File: src/i2cClockDivider.sv
// phase timer for the bit engine
// down-counter, pulses cycleDone once every clocksPerCycle+1 clocks
`timescale 1ns/100ps
`default_nettype none

module i2cClockDivider (
    input  wire        clk,
    input  wire        reset,
    input  wire  [7:0] clocksPerCycle,  // phase length minus one
    input  wire        restart,         // config written, start a fresh phase
    output logic       cycleDone
);

    logic [7:0] count;

    always_ff @(posedge clk or posedge reset) begin
        if (reset) begin
            count <= 8'd0;
        end else if (restart || cycleDone) begin
            count <= clocksPerCycle;    // reload, new value applies right away
        end else begin
            count <= count - 8'd1;
        end
    end

    assign cycleDone = (count == 8'd0);

endmodule

`default_nettype wire

File: config.mk
export PLATFORM = sky130hd
export DESIGN_NAME = i2cClockDivider
export DESIGN_NICKNAME = d
export VERILOG_FILES = /design/src/i2cClockDivider.sv
export SDC_FILE = /design/constraint.sdc
export NUM_CORES = 1
export LEC_CHECK = 0
export BUFFER_PORTS_ARGS = -buffer_cell sky130_fd_sc_hd__buf_2
export CAP_MARGIN = 30
export CORE_AREA = 5 5 42 44
export CTS_CLUSTER_SIZE = 20
export DETAILED_ROUTE_END_ITERATION = 6
export DIE_AREA = 0 0 47 49
export GPL_TIMING_DRIVEN = 0
export SYNTH_ARGS = -nofsm -noshare
export SYNTH_HDL_FRONTEND = slang
export SYNTH_SLANG_ARGS = --single-unit
File: constraint.sdc
create_clock -name clk -period 3.3 [get_ports clk]
set_input_delay 0.66 -clock clk [delete_from_list [all_inputs] [get_ports clk]]
set_output_delay 0.66 -clock clk [all_outputs]
set_load 0.01 [all_outputs]
==> flow_metrics.env <==
export IMPL_placed_area_um2=588
export IMPL_vias=375
export IMPL_root_buffer="clkbuf_4"
export IMPL_rr_startpoint="count[0]"
export IMPL_die_w_um=47
export IMPL_syn_nets=58
export IMPL_dp_hpwl_um=748
export IMPL_port_buffers=11
export IMPL_final_cells=75
export IMPL_place_inst=72
export IMPL_first_global_vias=343
export IMPL_start_util_pct=36.6
export IMPL_track_usage_pct=9.28
export IMPL_detail_route_iter0_violations=0
export IMPL_ys_top_cells_by_count="dfrtp_1, inv_1, nor3_1, mux2_4, xor2_1"
export IMPL_netlist_top_cells_area="dfrtp_1, mux2_4, xor2_1, ha_1, mux2_1"
export IMPL_period_minus_slack_ns=2.17
export IMPL_post_cts_resize_count=0
export IMPL_rows=14
export IMPL_rsz0062_at_grt="no"
export IMPL_cp_max_fo=4
export IMPL_antenna_cells=0
export IMPL_cap_violations=0
export IMPL_tns_ns=0
export IMPL_synth_async_reset_ratio_pct=100
export IMPL_yosysWarningCount=0
export IMPL_slowest_delay_ns=0.39
export IMPL_hp_class="in -> async"
export IMPL_dieArea_um2=2300
export IMPL_yosys_area_top_type="dfrtp_1"
export IMPL_drive_above_1_share_pct=35.6
export IMPL_end_kind="output port"
export IMPL_largest_registers="count (8)"
export IMPL_ys_seq_elements=8
export IMPL_wire_per_inst_um=12.7
export IMPL_finalHoldViolCount=0
export IMPL_crit_type="reg -> out"
export IMPL_grt_overflow_total=0
export IMPL_avgSynthCellArea_um2=11.4
export IMPL_hold_ws_ns=0.347
export IMPL_synth_area_um2=513
export IMPL_ys_flop_type="dfrtp_1"
export IMPL_status="completed"
export IMPL_worst_pin_slew_ns=0.407
export IMPL_post_synth_top_area_fraction_pct=39.0
export IMPL_clockBufferDepth=2
export IMPL_synth_edf_count=0
export IMPL_fin_skew_ns=0.00441
export IMPL_multi_input_area_um2=294
export IMPL_finalSetupViolCount=0
export IMPL_cts_buffers=3
export IMPL_routed_wl_um=951
export IMPL_r2r_slack_ns=1.45
export IMPL_insertion_delay_ns=0.26
export IMPL_post_route_util_pct=43.6
export IMPL_gp_congestion=0.667
export IMPL_post_route_cell_area_um2=611
export IMPL_slew_headroom_pct=72.8
export IMPL_synth_cells=45
export IMPL_path_clk_slew_ns=0.06
export IMPL_ios=12
export IMPL_antenna_left=0
export IMPL_largest_register="count"
export IMPL_power_density_nw_per_um2=464
export IMPL_first_pass_iters=1
export IMPL_n_fill_cell=152
export IMPL_via_per_inst=5.00
export IMPL_peakVddDrop_mv=0.251
export IMPL_post_cts_setup_buffers=0
export IMPL_cp_cell_sequence="inv_1 -> ha_1 -> nor3b_2 -> and2_1 -> buf_2"
export IMPL_reg2reg_depth=5
export IMPL_postCtsHoldBufs=0
export IMPL_grt_pass1_wl_um=1480
export IMPL_grt_max_degree=9
export IMPL_nets=74
export IMPL_yosysSeqAreaShare_pct=39.0
export IMPL_fin_ws_ns=1.13
export IMPL_synth_cell_type_count=22
export IMPL_largest_reg_flops=8
export IMPL_register_area_um2=200
export IMPL_route_detailed_drc=0
export IMPL_crit_arrival_ns=1.51
export IMPL_start_kind="flop"
export IMPL_p_leak_nw=0.290
export IMPL_timing_final_crit_share_pct=65.9
export IMPL_fp_dieH_um=49
export IMPL_area_growth_pct=19.0
export IMPL_reg2reg_to="count[6]"
export IMPL_antenna_found_initial=0
export IMPL_core_area_um2=1400
export IMPL_fin_total_pwr_mw=0.283
export IMPL_yosysMostFrequentCell="dfrtp_1"
export IMPL_critPathRequiredTime_ns=2.64
export IMPL_critical_path_slowest_cell="dfrtp_1"
export IMPL_max_clock_freq_mhz=460
export IMPL_cts_max_level=1
export IMPL_slew_violations=0
export IMPL_cts_tree="done"
export IMPL_cts_sink_count=8
export IMPL_dpl_worst_slack_ns=1.38
cell type report:
cell class                 instances  area share [%]
clock buffer                       3            3.69
timing repair buffer              11            9.02
multi-input combinational         32            48.2
sequential                         8            32.8
tap                               16            3.28
inverter                           5            3.07
cell usage in the layout (no fill, tap or decap), drive strengths merged:
cell,instances
a21o,1
a21oi,1
a221oi,1
and2,1
and4b,1
buf,11
clkbuf,3
dfrtp,8
ha,2
inv,5
mux2,6
mux2i,1
nand2b,2
nor2,1
nor3,4
nor3b,2
nor4,1
o21ai,3
o32a,2
xor2,3
worst max path at each step:
stage          startpoint   endpoint  slack (ns)  depth (start not counted)
2_1_floorplan    count[0]  cycleDone        1.59                          4
6_report         count[0]  cycleDone        1.13                          5
4_1_cts          count[0]  cycleDone        1.09                          5
5_1_grt          count[0]  cycleDone        1.03                          5
3_3_place_gp     count[0]  cycleDone        1.40                          5
3_5_place_dp     count[0]  cycleDone        1.38                          5
layer usage:
layer  part of all wire [%]  up-vias  global-route usage, %
li1                       -      195                      -
met5                      0        -                      0
met2                     44       11                   12.2
met1                     47      167                   11.9
met4                   0.63        0                   2.76
met3                    8.5        2                   6.64
power breakdown:
| group | switching [mW] | total, mW | internal [mW] |
|---|---|---|---|
| sequential | 0.0245 | 0.139 | 0.114 |
| clock | 0.0346 | 0.0763 | 0.0417 |
| combinational | 0.0281 | 0.0684 | 0.0403 |
cells by family after synthesis:
| logic type | Yosys count | share of synthesized area [%] |
|---|---|---|
| XOR/XNOR | 3 | 5.12 |
| flip-flops | 8 | 39.0 |
| AND/OR/NAND/NOR | 12 | 18.3 |
| adder cells (fa/ha/maj) | 2 | 4.88 |
| buffers and inverters | 5 | 3.66 |
| multiplexers | 7 | 17.3 |
| AO/OA/AOI/OAI | 8 | 11.7 |
worst max-delay path: cells and delay by family, from the launching register on:
| kind | cells | cell delay [ns] |
|---|---|---|
| AND/OR/NAND/NOR | 2 | 0.48 |
| adder cells (fa/ha/maj) | 1 | 0.15 |
| buffers and inverters | 2 | 0.24 |
| flip-flops | 1 | 0.39 |
Power figures use the tool's default switching activity.
