**src/i2cHostPkg.sv**
```systemverilog
// host-side definitions for the i2c master
// register map, status bit layout, queue depth and divider reset value
`default_nettype none

package i2cHostPkg;

    // register addresses
    localparam logic [1:0] regData    = 2'd0;   // write pushes tx byte, read pops rx byte
    localparam logic [1:0] regCommand = 2'd1;   // bits 1:0 command, bit 2 receive ack
    localparam logic [1:0] regConfig  = 2'd2;   // clocksPerCycle
    localparam logic [1:0] regStatus  = 2'd3;

    // status register bits
    localparam int statusBusy      = 0;
    localparam int statusNack      = 1;         // sticky, write 1 to clear
    localparam int statusCmdFull   = 2;
    localparam int statusReadAvail = 3;

    localparam int queueDepth = 4;              // entries in each queue

    localparam logic [7:0] dividerReset = 8'd4; // phase = 5 clocks out of reset

endpackage

`default_nettype wire

```
**src/i2cQueue.sv**
```systemverilog
// small synchronous FIFO, payload type set by parameter
// circular buffer with read/write pointers and an entry count
// head entry shown on popData while notEmpty
`timescale 1ns/100ps
`default_nettype none

module i2cQueue #(
    parameter type payloadType = logic [7:0]
) (
    input  wire        clk,
    input  wire        reset,
    input  wire        push,
    input  wire payloadType pushData,
    input  wire        pop,
    output payloadType popData,
    output logic       notEmpty,
    output logic       notFull
);
    import i2cHostPkg::*;

    localparam int ptrWidth   = $clog2(queueDepth);
    localparam int countWidth = $clog2(queueDepth + 1);

    payloadType            mem [queueDepth];
    logic [ptrWidth-1:0]   readPtr;
    logic [ptrWidth-1:0]   writePtr;
    logic [countWidth-1:0] count;

    always_ff @(posedge clk) begin
        if (push) mem[writePtr] <= pushData; // storage, no reset
    end

    always_ff @(posedge clk or posedge reset) begin
        if (reset) begin
            readPtr  <= '0;
            writePtr <= '0;
            count    <= '0;
        end else begin
            if (push) begin
                writePtr <= (writePtr == ptrWidth'(queueDepth - 1)) ? '0 : writePtr + 1'b1;
            end
            if (pop) begin
                readPtr <= (readPtr == ptrWidth'(queueDepth - 1)) ? '0 : readPtr + 1'b1;
            end
            if (push && !pop)      count <= count + 1'b1;
            else if (pop && !push) count <= count - 1'b1;
        end
    end

    assign popData  = mem[readPtr];
    assign notEmpty = (count != '0);
    assign notFull  = (count != countWidth'(queueDepth));

    // producer and consumer must honour the flags
    assert property (@(posedge clk) disable iff (reset) push |-> notFull)
        else $error("queue push while full");
    assert property (@(posedge clk) disable iff (reset) pop |-> notEmpty)
        else $error("queue pop while empty");

endmodule

`default_nettype wire

```
**config.mk**
```make
export PLATFORM = sky130hd
export DESIGN_NAME = i2cQueue
export DESIGN_NICKNAME = d
export VERILOG_FILES = /design/src/i2cHostPkg.sv /design/src/i2cQueue.sv
export SDC_FILE = /design/constraint.sdc
export NUM_CORES = 1
export LEC_CHECK = 0
export ABC_AREA = 1
export BUFFER_PORTS_ARGS = -buffer_cell sky130_fd_sc_hd__clkbuf_2
export CORE_ASPECT_RATIO = 0.9
export CORE_UTILIZATION = 46
export CTS_CLUSTER_SIZE = 12
export DETAILED_ROUTE_END_ITERATION = 10
export MAX_ROUTING_LAYER = met4
export PLACE_DENSITY = 0.7
export SLEW_MARGIN = 40
export SYNTH_ARGS = -nofsm -noshare
export SYNTH_HDL_FRONTEND = slang
export SYNTH_SLANG_ARGS = --single-unit
```
**constraint.sdc**
```tcl
create_clock -name clk -period 3.4 [get_ports clk]
set_input_delay 0.17 -clock clk [delete_from_list [all_inputs] [get_ports clk]]
set_output_delay 0.17 -clock clk [all_outputs]
set_load 0.02 [all_outputs]
```
==> reports/results.md <==
| Stage | Metric | This run |
|---|---|---|
| outcome | Result of the run | completed |
| timing | Top achievable clock speed | 599 MHz |
| logic synthesis | Top-area cell type share of the netlist area | 0.560 |
| timing | Setup WS post-layout | 1730 ps |
| worst setup path | Setup crit end kind | output port |
| cts | Cell chosen for the clock root | sky130_fd_sc_hd__clkbuf_8 |
| placed design | Pre-CTS setup slack | 2020 ps |
| placed design | Detailed placer's ending HPWL | 1850 um |
| logic synthesis | Primary flip-flop cell chosen by synthesis mapping | sky130_fd_sc_hd__edfxtp_1 |
| power | VDD IR-drop max | 352 uV |
| worst setup path | Data required time at the worst endpoint | 3230 ps |
| final layout | Share of the core filled with cells | 0.554 |
| drt | Routed length per instance | 12.5 um |
| logic synthesis | Top cells by count, synth | sky130_fd_sc_hd__nand2_1, sky130_fd_sc_hd__edfxtp_1, sky130_fd_sc_hd__inv_1 |
| cts | CTS-repair resized insts | 0 |
| floorplanning | Std-Cell Rows | 20 |
| logic synthesis | Post-synth EDFFs | 32 |
| drt | Detailed-router iteration count before antenna repair | 5 |
| floorplanning | Number of primary I/O pins | 22 |
| logic synthesis | Total standard cell area after synthesis | 1720 um2 |
| cts | Cts-stage hold buffer count | 1 |
| worst setup path | Nature of the critical path startpoint | flop |
| worst setup path | Critical Setup Path Class | reg -> out |
| cts | Maximum level of the CTS H-tree | 2 |
| logic synthesis | Mean Syn Cell Area | 11.8 um2 |
| timing | Transition time of the tightest slew-check pin | 542 ps |
| cts | Clock tree from TritonCTS | built |
| timing | Final setup violation count | 0 |
| cts | Maximum buffer depth of the clock tree | 2 |
| final layout | Net count, final | 189 |
| logic synthesis | Flops & latches, synth | 39 |
| logic synthesis | Cell with the most instances after synthesis | sky130_fd_sc_hd__nand2_1 |
| cts | Clock sinks | 39 |
| logic synthesis | Share of synthesized registers carrying an async set or reset | 0.179 |
| drt | Routed via count | 1080 |
| flow run | Max Cap Violations | 0 |
| final layout | Area growth, synth to finish | 12.2% |
| grt | Congestion Overflow GR | 0 |
| min path | Path class of the lowest-slack min-delay path | in -> reg |
| cts | Number of post-CTS setup repair buffers | 0 |
| timing | Clk_skew | 6.03 ps |
| power | Power Density | 825 nW/um2 |
| timing | Final Hold Slack | 83.6 ps |
| final layout | Number of antenna cells inserted | 0 |
| final layout | Share of cells above drive strength 1 | 0.181 |
| logic synthesis | Top cells by area in the synthesized netlist | sky130_fd_sc_hd__edfxtp_1, sky130_fd_sc_hd__dfrtp_1, sky130_fd_sc_hd__nand2_1 |
| logic synthesis | Number of instances in the synthesized netlist | 146 |
| timing | Unrepaired setup endpoints after global routing | false |
| floorplanning | Die height | 60.0 um |
| timing | Final total negative setup slack | 0 ps |
| placed design | Port buffer count | 21 |
| floorplanning | Starting Density | 0.494 |
| grt | Pin count of the biggest net entering global routing | 36 |
| placed design | Routability-driven placement congestion ratio | 0.750 |
| floorplanning | Width of the chip | 66.4 um |
| logic synthesis | Total number of yosys warnings | 0 |
| cts | Worst-path clk slew | 80 ps |
| drt | DRT antenna net count | 0 |
| logic synthesis | Register area share after synthesis | 0.662 |
| power | Leakage power of the design | 0.000863 uW |
| logic synthesis | Number of distinct library cell variants in the gate-level netlist after synthesis | 16 |
| floorplanning | Core footprint | 3480 um2 |
| grt | Vias in the first global route | 992 |
| timing | Final worst path period need | 1670 ps |
| drt | Post-DR vias/cell | 5.02 |
| cts | Num CTS Buffers | 5 |
| drt | Drc violations | 0 |
| timing | Number of pins exceeding their max-slew limit in the final report | 0 |
| drt | Drt initial violations | 49 |
| worst setup path | Maximum net fanout on the critical path | 35 |
| logic synthesis | Cell accounting for the most synthesized area | sky130_fd_sc_hd__edfxtp_1 |
| timing | Share of the cycle needed by the critical path after routing | 0.491 |
| grt | First-pass GRT wire length | 4350 um |
| timing | Tightest slew margin relative to the limit | 0.639 |
| grt | Antenna violations before repair | 0 |
| cts | Worst-skew pair later-pin latency | 290 ps |
| logic synthesis | Net count after synthesis | 165 |
| floorplanning | Area enclosed by the die boundary | 3980 um2 |
| worst setup path | Data arrival, critical path | 1500 ps |
| grt | Total GRT Usage | 0.164 |
| drt | Routed wire length | 2680 um |
| timing | Final Hold Vio Count | 0 |
[path summary, 6_finish.rpt]
path / startpoint / to / slack (ps) / cells past startpoint
setup / recovery: readPtr[0]$_DFFE_PP0P_ / popData[7] / 1730 / 4
hold / removal: pop / readPtr[0]$_DFFE_PP0P_ / 80 / 2
setup reg to reg: writePtr[0]$_DFFE_PP0P_ / mem[2][4]$_DFFE_PP_ / 2060 / 4
hold reg to reg: count[2]$_DFFE_PP0P_ / count[2]$_DFFE_PP0P_ / 500 / 2
max in group asynchronous: reset / readPtr[0]$_DFFE_PP0P_ / 2850 / 3
min in group asynchronous: reset / count[1]$_DFFE_PP0P_ / 320 / 3
[cell type report]
cell class | instances | area [um2]
clock buffer | 5 | 68.8
clock inverter | 3 | 20.0
fill | 287 | 1550
inverter | 31 | 116
multi-input combinational | 71 | 414
sequential | 39 | 1140
tap | 44 | 55.1
timing repair buffer | 22 | 115
[flip-flops by register name, summed over array words and instances (netlist names)]
register  flops
mem          32
writePtr      2
readPtr       2
count         3
[critical path: stages (launching register included)]
cell and delay [ps]:
sky130_fd_sc_hd__dfrtp_2 720, sky130_fd_sc_hd__nand2_1 120, sky130_fd_sc_hd__o211ai_1 110, sky130_fd_sc_hd__nand2_1 80, sky130_fd_sc_hd__clkbuf_2 160
[where the power goes]
| part | switching [uW] | internal (uW) | total [uW] |
|---|---|---|---|
| sequential | 122 | 636 | 758 |
| clock | 159 | 142 | 301 |
| combinational | 340 | 190 | 530 |
[placed cells by master (no fill, tap or decap), drive strengths merged]
cell / n
ha: 6
nand3: 3
clkinvlp: 2
clkinv: 1
dfrtp: 7
dlygate4sd3: 1
o211ai: 16
nor2: 2
inv: 31
fa: 1
o21ai: 4
nand2: 35
nand4: 1
xnor2: 1
clkbuf: 26
a21oi: 2
edfxtp: 32
[per-layer routing]
| metal | GRT usage | share of wire |
|---|---|---|
| met5 | - | 0 |
| met4 | 0.109 | 0.029 |
| met3 | 0.0515 | 0.053 |
| met2 | 0.258 | 0.49 |
| met1 | 0.181 | 0.43 |
[metrics by stage]
stage	area, um2	cells	power [uW]
detailed placement	1830	206	1300
finish	1930	215	1590
global route	1930	215	1710
global placement	1830	206	1270
CTS	1930	215	1600
floorplan	1720	146	1170
[cell families after synthesis]
family | count (synthesis) | synth area share
buffers and inverters | 36 | 0.0969
adders and majority gates | 7 | 0.0554
AOI/OAI and AO/OA | 22 | 0.0875
and+or+nand+nor | 41 | 0.0933
xor gates and xnor gates | 1 | 0.00510
DFF | 39 | 0.662
Note: power is estimated with default switching activity, not from simulation.
