**src/i2cHostPkg.sv**
```systemverilog
// host-side definitions for the i2c master
// register map, status bit layout, queue depth and divider reset value
`default_nettype none

package i2cHostPkg;

    // register addresses
    localparam logic [1:0] regData    = 2'd0;   // write pushes tx byte, read pops rx byte
    localparam logic [1:0] regCommand = 2'd1;   // bits 1:0 command, bit 2 receive ack
    localparam logic [1:0] regConfig  = 2'd2;   // clocksPerCycle
    localparam logic [1:0] regStatus  = 2'd3;

    // status register bits
    localparam int statusBusy      = 0;
    localparam int statusNack      = 1;         // sticky, write 1 to clear
    localparam int statusCmdFull   = 2;
    localparam int statusReadAvail = 3;

    localparam int queueDepth = 4;              // entries in each queue

    localparam logic [7:0] dividerReset = 8'd4; // phase = 5 clocks out of reset

endpackage

`default_nettype wire

```
**src/i2cBusPkg.sv**
```systemverilog
// bus-side definitions for the i2c master
// command codes, command and read queue entries, engine phase states
`default_nettype none

package i2cBusPkg;

    typedef enum logic [1:0] {
        START    = 2'd0,
        STOP     = 2'd1,
        TRANSMIT = 2'd2,
        RECEIVE  = 2'd3
    } i2cCommand;

    typedef struct packed {
        i2cCommand  command;    // what the engine does
        logic [7:0] data;       // byte to send, unused for start/stop/receive
        logic       ack;        // level driven in the ack slot after a receive
    } i2cCommandEntry;

    typedef struct packed {
        logic [7:0] data;       // byte taken off the bus
    } i2cReadEntry;

    // four phases per sequence, entered on cycleDone
    typedef enum logic [4:0] {
        IDLE,
        START1, START2, START3, START4,
        STOP1,  STOP2,  STOP3,  STOP4,
        TX1,    TX2,    TX3,    TX4,
        TXACK1, TXACK2, TXACK3, TXACK4,
        RX1,    RX2,    RX3,    RX4,
        RXACK1, RXACK2, RXACK3, RXACK4
    } engineState;

endpackage

`default_nettype wire
```
**src/i2cRegisterBank.sv**
```systemverilog
// host register bank for the i2c master
// decodes writes into command queue pushes, reads of data into read queue pops
// config register, sticky NACK flag, status assembly, registered read data
`timescale 1ns/100ps
`default_nettype none

module i2cRegisterBank (
    input  wire        clk,
    input  wire        reset,
    input  wire  [1:0] regAddr,
    input  wire        regWrite,
    input  wire        regRead,
    input  wire  [7:0] regWriteData,
    output logic [7:0] regReadData,
    output logic       cmdPush,
    output i2cBusPkg::i2cCommandEntry cmdEntry,
    input  wire        cmdNotFull,
    output logic       readPop,
    input  wire i2cBusPkg::i2cReadEntry readEntry,
    input  wire        readNotEmpty,
    input  wire        ackDone,
    input  wire        ackSeen,
    input  wire        engineIdle,
    input  wire        cmdNotEmpty,
    output logic [7:0] clocksPerCycle,
    output logic       dividerRestart
);
    import i2cBusPkg::*;
    import i2cHostPkg::*;

    logic       nack;
    logic [7:0] statusValue;
    i2cCommand  writtenCommand;

    assign writtenCommand = i2cCommand'(regWriteData[1:0]);

    // command queue pushes, dropped when full
    always_comb begin
        cmdPush  = 1'b0;
        cmdEntry = '{command: TRANSMIT, data: regWriteData, ack: 1'b0};
        if (regWrite && cmdNotFull) begin
            if (regAddr == regData) begin
                cmdPush = 1'b1;             // byte goes out as a transmit
            end else if (regAddr == regCommand && writtenCommand != TRANSMIT) begin
                cmdPush  = 1'b1;
                cmdEntry = '{command: writtenCommand, data: 8'd0, ack: regWriteData[2]};
            end
        end
    end

    assign readPop = regRead && (regAddr == regData) && readNotEmpty;

    always_comb begin
        statusValue                  = 8'd0;
        statusValue[statusBusy]      = !engineIdle || cmdNotEmpty;
        statusValue[statusNack]      = nack;
        statusValue[statusCmdFull]   = !cmdNotFull;
        statusValue[statusReadAvail] = readNotEmpty;
    end

    always_ff @(posedge clk or posedge reset) begin
        if (reset) begin
            clocksPerCycle <= dividerReset;
            dividerRestart <= 1'b0;
            nack           <= 1'b0;
            regReadData    <= 8'd0;
        end else begin
            dividerRestart <= regWrite && (regAddr == regConfig); // reload after update
            if (regWrite && regAddr == regConfig) clocksPerCycle <= regWriteData;
            if (ackDone && ackSeen) begin
                nack <= 1'b1;               // a new nack beats a clear
            end else if (regWrite && regAddr == regStatus && regWriteData[statusNack]) begin
                nack <= 1'b0;
            end
            if (regRead) begin
                case (regAddr)
                    regData:   regReadData <= readNotEmpty ? readEntry.data : 8'd0;
                    regConfig: regReadData <= clocksPerCycle;
                    regStatus: regReadData <= statusValue;
                    default:   regReadData <= 8'd0;   // command reg is write only
                endcase
            end
        end
    end

    // a pushed command shows up as busy work on the next clock
    assert property (@(posedge clk) disable iff (reset) cmdPush |=> cmdNotEmpty)
        else $error("command push not accepted by queue");

endmodule

`default_nettype wire

```
**config.mk**
```make
export PLATFORM = sky130hd
export DESIGN_NAME = i2cRegisterBank
export DESIGN_NICKNAME = d
export VERILOG_FILES = /design/src/i2cHostPkg.sv /design/src/i2cBusPkg.sv /design/src/i2cRegisterBank.sv
export SDC_FILE = /design/constraint.sdc
export NUM_CORES = 1
export LEC_CHECK = 0
export ABC_AREA = 1
export BUFFER_PORTS_ARGS = -buffer_cell sky130_fd_sc_hd__buf_2
export CAP_MARGIN = 20
export CORE_AREA = 2 2 63 65
export DETAILED_ROUTE_END_ITERATION = 8
export DIE_AREA = 0 0 65 67
export HOLD_SLACK_MARGIN = 0.12
export PLACE_DENSITY = 0.54
export SKIP_LAST_GASP = 1
export SYNTH_ARGS = -nofsm -noshare
export SYNTH_HDL_FRONTEND = slang
export SYNTH_SLANG_ARGS = --single-unit
```
**constraint.sdc**
```tcl
create_clock -name clk -period 2.1 [get_ports clk]
set_clock_uncertainty 0.05 [all_clocks]
set_input_delay 0.21 -clock clk [delete_from_list [all_inputs] [get_ports clk]]
set_output_delay 0.21 -clock clk [all_outputs]
set_load 0.01 [all_outputs]
```
==> run summary, run 1 <==
RSZ-0062 raised after global routing -> no
Int Pwr -> 660 uW
PostCTS Resize Cnt -> 0
Num CTS Buffers -> 3
TritonCTS clock tree -> yes
RR Endpoint -> regReadData[2]
Layout cells sized above 1 -> 0.368
DR iter-0 viols -> 52
Crit path capture -> nack
Worst rel slew slack -> 0.546
Number of synthesized flops with an enable pin -> 0
Crit Path Class -> in2reg
CP max stage cell -> dlygate4sd3_1
Starting density of the core -> 0.298
GR Overflow Total -> 0
Synth top area cells -> dfrtp_1, nand2_1, nand3_1
First-pass GRT wire length -> 4.77 mm
CTS Root Cell -> clkbuf_8
Max Fclk -> 697 MHz
Adder-cell share of the synthesized area -> 0
GPL Wtd Cong -> 0.747
I/O Pins -> 58
Async set-reset flop share out of synthesis -> 1.00
Worst IR Drop VDD -> 0.000203 V
Area Growth Syn to Fin -> 38.8%
Routed via count -> 1058
Drc violations -> 0
Later-pin clock latency in the skew report -> 0.25 ns
Diode count -> 0
Clk slew on worst S/H paths -> 0.07 ns
Most common cell in the netlist -> nand2_1
Area share of the largest cell type after synthesis -> 0.396
Clk sinks -> 18
Simple-Gate Fraction of Synth Area -> 0.413
Max-cap violations -> 0
Mapped Cells -> 150
Worst setup EP type -> flop
Fillers -> 404
Synthesis warning total -> 0
Critical Path, Cell by Cell -> dlygate4sd3_1 -> buf_2 -> nand2_1 -> dlygate4sd3_1 -> nand2_1
PortBufs -> 57
Routed wire per std cell -> 10.5 um
Total power draw -> 948 uW
Nets@finish -> 241
Largest net degree at the start of global routing -> 19
Die width -> 65 um
Comb pwr share -> 0.249
Final setup viols -> 0
Levels on crit path -> 5
Switching Share -> 0.304
Mapped Nets -> 178
Synth cell count leaders -> nand2_1, inv_1, dfrtp_1, nand3_1
Clock network power share -> 0.304
Setup TNS -> 0 ns
#FFs+latches synth -> 18
Reg2reg path depth -> 4
Post-DP HPWL -> 2.06 mm
Crit-path leading delay family -> buffers and inverters
Final Max Tran Viols -> 0
Syn Area/Cell -> 7.16 sq um
Fin. Hold Viols -> 0
Htree depth -> 1
Commonest register cell after synthesis -> dfrtp_1
Row cnt -> 22
Nature of the critical path startpoint -> input port
Number of antenna violations at the first check in global routing -> 0
WP buf/inv -> 3
Final min period -> 1.43 ns
Yosys cell types -> 18
Area of the mapped netlist -> 0.00107 sq mm
Gr usage total -> 0.141
Worst slew pin tran -> 0.680 ns
Post-synthesis compound-gate area fraction -> 0.0373
Synth Area in XOR/XNOR -> 0
Net Sw Power -> 288 uW
Largest stage delay on the critical path -> 0.55 ns
Worst Setup SP -> ackSeen
Final Cycle Share -> 0.683
Outcome -> finished clean
Reg2reg start -> clocksPerCycle[2]
DR pass1 iterations -> 4
Placed Cells -> 250
Fin util -> 0.413
Die H -> 67 um
Worst Path Arrival -> 1.53 ns
Final wirelength -> 2.73 mm
Leak pwr -> 0.000942 uW
Vias in the first global route -> 1037
Pwr Density -> 636 mW/mm^2
Routed Antenna Nets -> 0
Sequential fraction of the synthesis area -> 0.421
Core Region -> 0.00361 sq mm
Worst EP required -> 2.19 ns
Sequential Power Share -> 0.447
Largest family of logic cells by synthesized area -> simple AND/OR/NAND/NOR gates
Total die area -> 0.00436 sq mm
Crit Path Max Fanout -> 1
Fin cells -> 260
Synth area leader -> dfrtp_1
Maximum clock path buffer count -> 2
Worst Hold Class -> in2reg
Avg Vias per Cell -> 4.07
Post-synthesis mux area share -> 0
Reg2reg setup slack -> 1.17 ns
==> area by class of cell <==
type                       count  area (sq um)  share of cell area
inverter                      24          95.1              0.0638
multi-input combinational    103           483               0.324
clock buffer                   4          55.1              0.0369
sequential                    18           452               0.303
tap                           48          60.1              0.0403
timing repair buffer          63           345               0.232
==> cell families (layout without fill, tap and decap cells) <==
family | Yosys count | after routing
buffers and inverters | 29 | 91
flip-flops | 18 | 18
AND/OR/NAND/NOR | 98 | 98
AO/OA/AOI/OAI | 5 | 5
==> metrics by stage <==
stage	hold slack (ns)	worst slack [ns]	cell area, sq um
after CTS	0.121	0.723	1490
after global routing	0.130	0.604	1490
after floorplan	0.0978	0.996	1070
after global placement	0.307	0.813	1380
final	0.126	0.666	1490
after detailed placement	0.321	0.803	1380
==> how the worst min path moves through the flow <==
| stage | endpoint | cells after the start | startpoint | slack [ns] |
|---|---|---|---|---|
| 6_report | clocksPerCycle[3] | 3 | regWriteData[3] | 0.13 |
| 5_1_grt | clocksPerCycle[3] | 3 | regWriteData[3] | 0.13 |
| 4_1_cts | clocksPerCycle[3] | 3 | regWriteData[3] | 0.12 |
| 3_5_place_dp | regReadData[4] | 2 | reset | 0.32 |
| 3_3_place_gp | regReadData[4] | 2 | reset | 0.31 |
| 2_1_floorplan | clocksPerCycle[0] | 1 | reset | 0.1 |
==> cells in the final DEF (no fill, tap or decap), drive strengths merged <==
cell and n:
nand2 74, buf 57, inv 24, nand3 17, dfrtp 17, dlygate4sd3 6, nor2 6, o21ai 5
clkbuf 4, nand4 1, dfstp 1
==> power groups by stage <==
stage | Combinational [uW] | Clock (uW) | Sequential (uW)
CTS | 241 | 298 | 424
finish | 236 | 288 | 424
floorplan | 117 | 0 | 445
global placement | 232 | 0 | 429
detailed placement | 232 | 0 | 431
global route | 269 | 310 | 429
==> timing repair <==
action	in CTS	in global routing
setup buffers	0	0
hold buffers	6	0
endpoints found under the setup margin	0	0
endpoints found under the hold margin	21	0
==> flip-flops by register name, indices dropped and copies added, names as in the netlist <==
name            cells
dividerRestart      1
clocksPerCycle      8
nack                1
regReadData         8
==> per-layer routing <==
layer	global-route usage	vias up	wire, um
met4	0.0399	0	23
met3	0.0270	2	145
met5	0	-	0
li1	-	579	-
met2	0.236	31	1230
met1	0.185	446	1320
==> tightest hold or removal path: stages <==
cell and delay, ns:
buf_2 0.09, nand2_1 0.05, nand2_1 0.05
Power figures use the tool's default switching activity.
==> run 2: changes to the inputs <==
ABC_AREA = 0   (was 1)
CORE_AREA = 2 2 59 61   (was 2 2 63 65)
DIE_AREA = 0 0 61 63   (was 0 0 65 67)
PLACE_DENSITY = 0.56   (was 0.54)
clock period = 1.4 ns   (was 2.1 ns; I/O delays follow)
==> run 2 against run 1 <==
Power grew 41%; via count shrank 8.0%; highest routed layer unchanged; setup slack lost 0.54 ns; final cell count shrank 18%; global-route usage grew 0.74 points; final area shrank 1.7%; count of clock-buffer cells in the layout is the same; non-clock buffer count grew 14; hold slack gained 0.00054 ns; wire length shrank 3.4%; critical path depth grew 1; critical endpoint is now cmdEntry[8].
==> run summary, run 2 <==
Outcome -> finished clean
Fin. Hold Viols -> 0
Worst IR Drop VDD -> 0.000256 V
Total die area -> 0.00384 sq mm
Num CTS Buffers -> 3
I/O Pins -> 58
Final min period -> 1.28 ns
Reg2reg start -> clocksPerCycle[2]
DR iter-0 viols -> 51
Die width -> 61 um
Yosys cell types -> 30
Clk sinks -> 18
Final Cycle Share -> 0.911
Largest net degree at the start of global routing -> 19
WP buf/inv -> 3
Hold WS -> 0.126 ns
Synth area leader -> dfrtp_1
Hold path start -> cmdNotFull
Final Max Tran Viols -> 0
Biggest regs -> clocksPerCycle: 8 flops, regReadData: 8 flops
Reg2reg path depth -> 3
First-pass GRT wire length -> 4.36 mm
Synthesis warning total -> 0
Worst rel slew slack -> 0.752
Avg Vias per Cell -> 4.57
Crit-path leading delay family -> buffers and inverters
Worst EP required -> 1.21 ns
Crit Path Max Fanout -> 7
Gr usage total -> 0.149
CP max stage cell -> nand4b_1
TritonCTS clock tree -> yes
Starting density of the core -> 0.283
Row cnt -> 21
Die H -> 63 um
Nature of the critical path startpoint -> input port
Commonest non-fill, non-tap cell in the layout -> buf_2
Leading cell types in the layout, fill and taps excluded -> buf_2, dfrtp_1, dlygate4sd3_1
Async set-reset flop share out of synthesis -> 1.00
RSZ-0062 raised after global routing -> no
Mapped Cells -> 90
Number of synthesized flops with an enable pin -> 0
Leak pwr -> 0.000726 uW
Crit path capture -> cmdEntry[8]
Mapped Nets -> 118
Setup TNS -> 0 ns
Nets@finish -> 196
Critical Path, Cell by Cell -> buf_2 -> nand4b_1 -> a21oi_2 -> buf_4 -> nor2b_1 -> buf_2
PortBufs -> 57
Max-cap violations -> 0
Routed via count -> 973
Most used cell, CP -> buf_2
Levels on crit path -> 6
Max Fclk -> 784 MHz
DR pass1 iterations -> 4
Synth cell count leaders -> dfrtp_1, mux2_1, nor2b_1
Fillers -> 328
Layout cells sized above 1 -> 0.431
Sequential fraction of the synthesis area -> 0.493
Worst Setup SP -> regAddr[1]
GPL Wtd Cong -> 0.776
Maximum clock path buffer count -> 2
Drc violations -> 0
RR Endpoint -> regReadData[2]
Commonest register cell after synthesis -> dfrtp_1
Area share of the largest cell type after synthesis -> 0.464
Most common cell in the netlist -> dfrtp_1
Largest stage delay on the critical path -> 0.23 ns
Worst Hold Class -> in2reg
Htree depth -> 1
Final setup viols -> 0
Vias in the first global route -> 983
Later-pin clock latency in the skew report -> 0.29 ns
Pwr Density -> 914 mW/mm^2
Routed Antenna Nets -> 0
Crit Path Class -> in2out
Area of the mapped netlist -> 916 sq um
Area Growth Syn to Fin -> 60.0%
Worst Path Arrival -> 1.09 ns
Total power draw -> 1340 uW
Clk slew on worst S/H paths -> 0.11 ns
Worst setup EP type -> primary output
Number of antenna violations at the first check in global routing -> 0
Post-CTS Setup Inserts -> 0
Diode count -> 0
Post-DP HPWL -> 1.99 mm
GR Overflow Total -> 0
Syn Area/Cell -> 10.2 sq um
Final wirelength -> 2.63 mm
Worst slew pin tran -> 0.370 ns
CTS Root Cell -> clkbuf_4
Reg2reg setup slack -> 0.35 ns
Core Region -> 0.00323 sq mm
#FFs+latches synth -> 18
Routed wire per std cell -> 12.4 um
Synth top area cells -> dfrtp_1, mux2_1, nor2b_1
==> run 2: cell types whose count changed after synthesis, moves of 4 or more <==
cell / previous run / this run
nand3_1: 17 / 2
nand3b_1: 0 / 4
nand2_1: 69 / 7
o21ai_2: 4 / 0
a21oi_1: 0 / 5
nor2_1: 2 / 7
mux2_1: 0 / 8
inv_1: 21 / 2
a22oi_1: 0 / 4
nor2b_1: 0 / 8
==> run 2: logic make-up after synthesis <==
| kind of cell | count (synthesis) | synth area share |
|---|---|---|
| compound gates | 20 | 0.148 |
| buf+inv | 7 | 0.0314 |
| flops | 18 | 0.493 |
| mux | 8 | 0.0984 |
| simple gates | 37 | 0.230 |
==> run 2: worst min-delay path: stages <==
cell      delay (ns)
buf_2           0.10
nand3b_1        0.11
a31oi_1         0.08
==> run 2: layout make-up <==
class                      count  area, sq um  share of cell area
timing repair buffer          77          473               0.323
sequential                    18          452               0.308
multi-input combinational     65          435               0.297
tap                           46         57.6              0.0393
clock buffer                   4         36.3              0.0248
inverter                       3         11.3             0.00769
==> run 2: per-stage QoR <==
step | worst slack [ns] | instance area, sq um | cells | util
finish | 0.125 | 1470 | 213 | 0.453
global route | 0.0298 | 1470 | 213 | 0.453
CTS | 0.0242 | 1470 | 213 | 0.453
floorplan | 0.362 | 916 | 90 | -
detailed placement | 0.106 | 1280 | 194 | 0.396
global placement | 0.120 | 1280 | 194 | 0.396
==> run 2: metal layers <==
| layer | part of all wire | global-route usage |
|---|---|---|
| met5 | 0 | 0 |
| met4 | 0.011 | 0.0625 |
| met2 | 0.49 | 0.242 |
| met3 | 0.059 | 0.0207 |
| met1 | 0.43 | 0.192 |
==> run 2: worst min-delay path by stage <==
stage / endpoint / cells after the start
after floorplan: clocksPerCycle[0] / 1
after global placement: regReadData[5] / 3
after detailed placement: regReadData[4] / 3
after CTS: regReadData[2] / 3
after global routing: regReadData[2] / 3
final: regReadData[2] / 3
==> run 2: timing repair <==
item / in CTS / in global routing
resized for setup: 0 / 0
hold buffers: 15 / 1
endpoints found under the setup margin: 0 / 1
endpoints found under the hold margin: 29 / 1
==> run 2: power breakdown <==
part / switching [uW] / internal, uW / total [uW]
Clock: 162 / 158 / 321
Combinational: 179 / 189 / 368
Sequential: 54.6 / 597 / 651
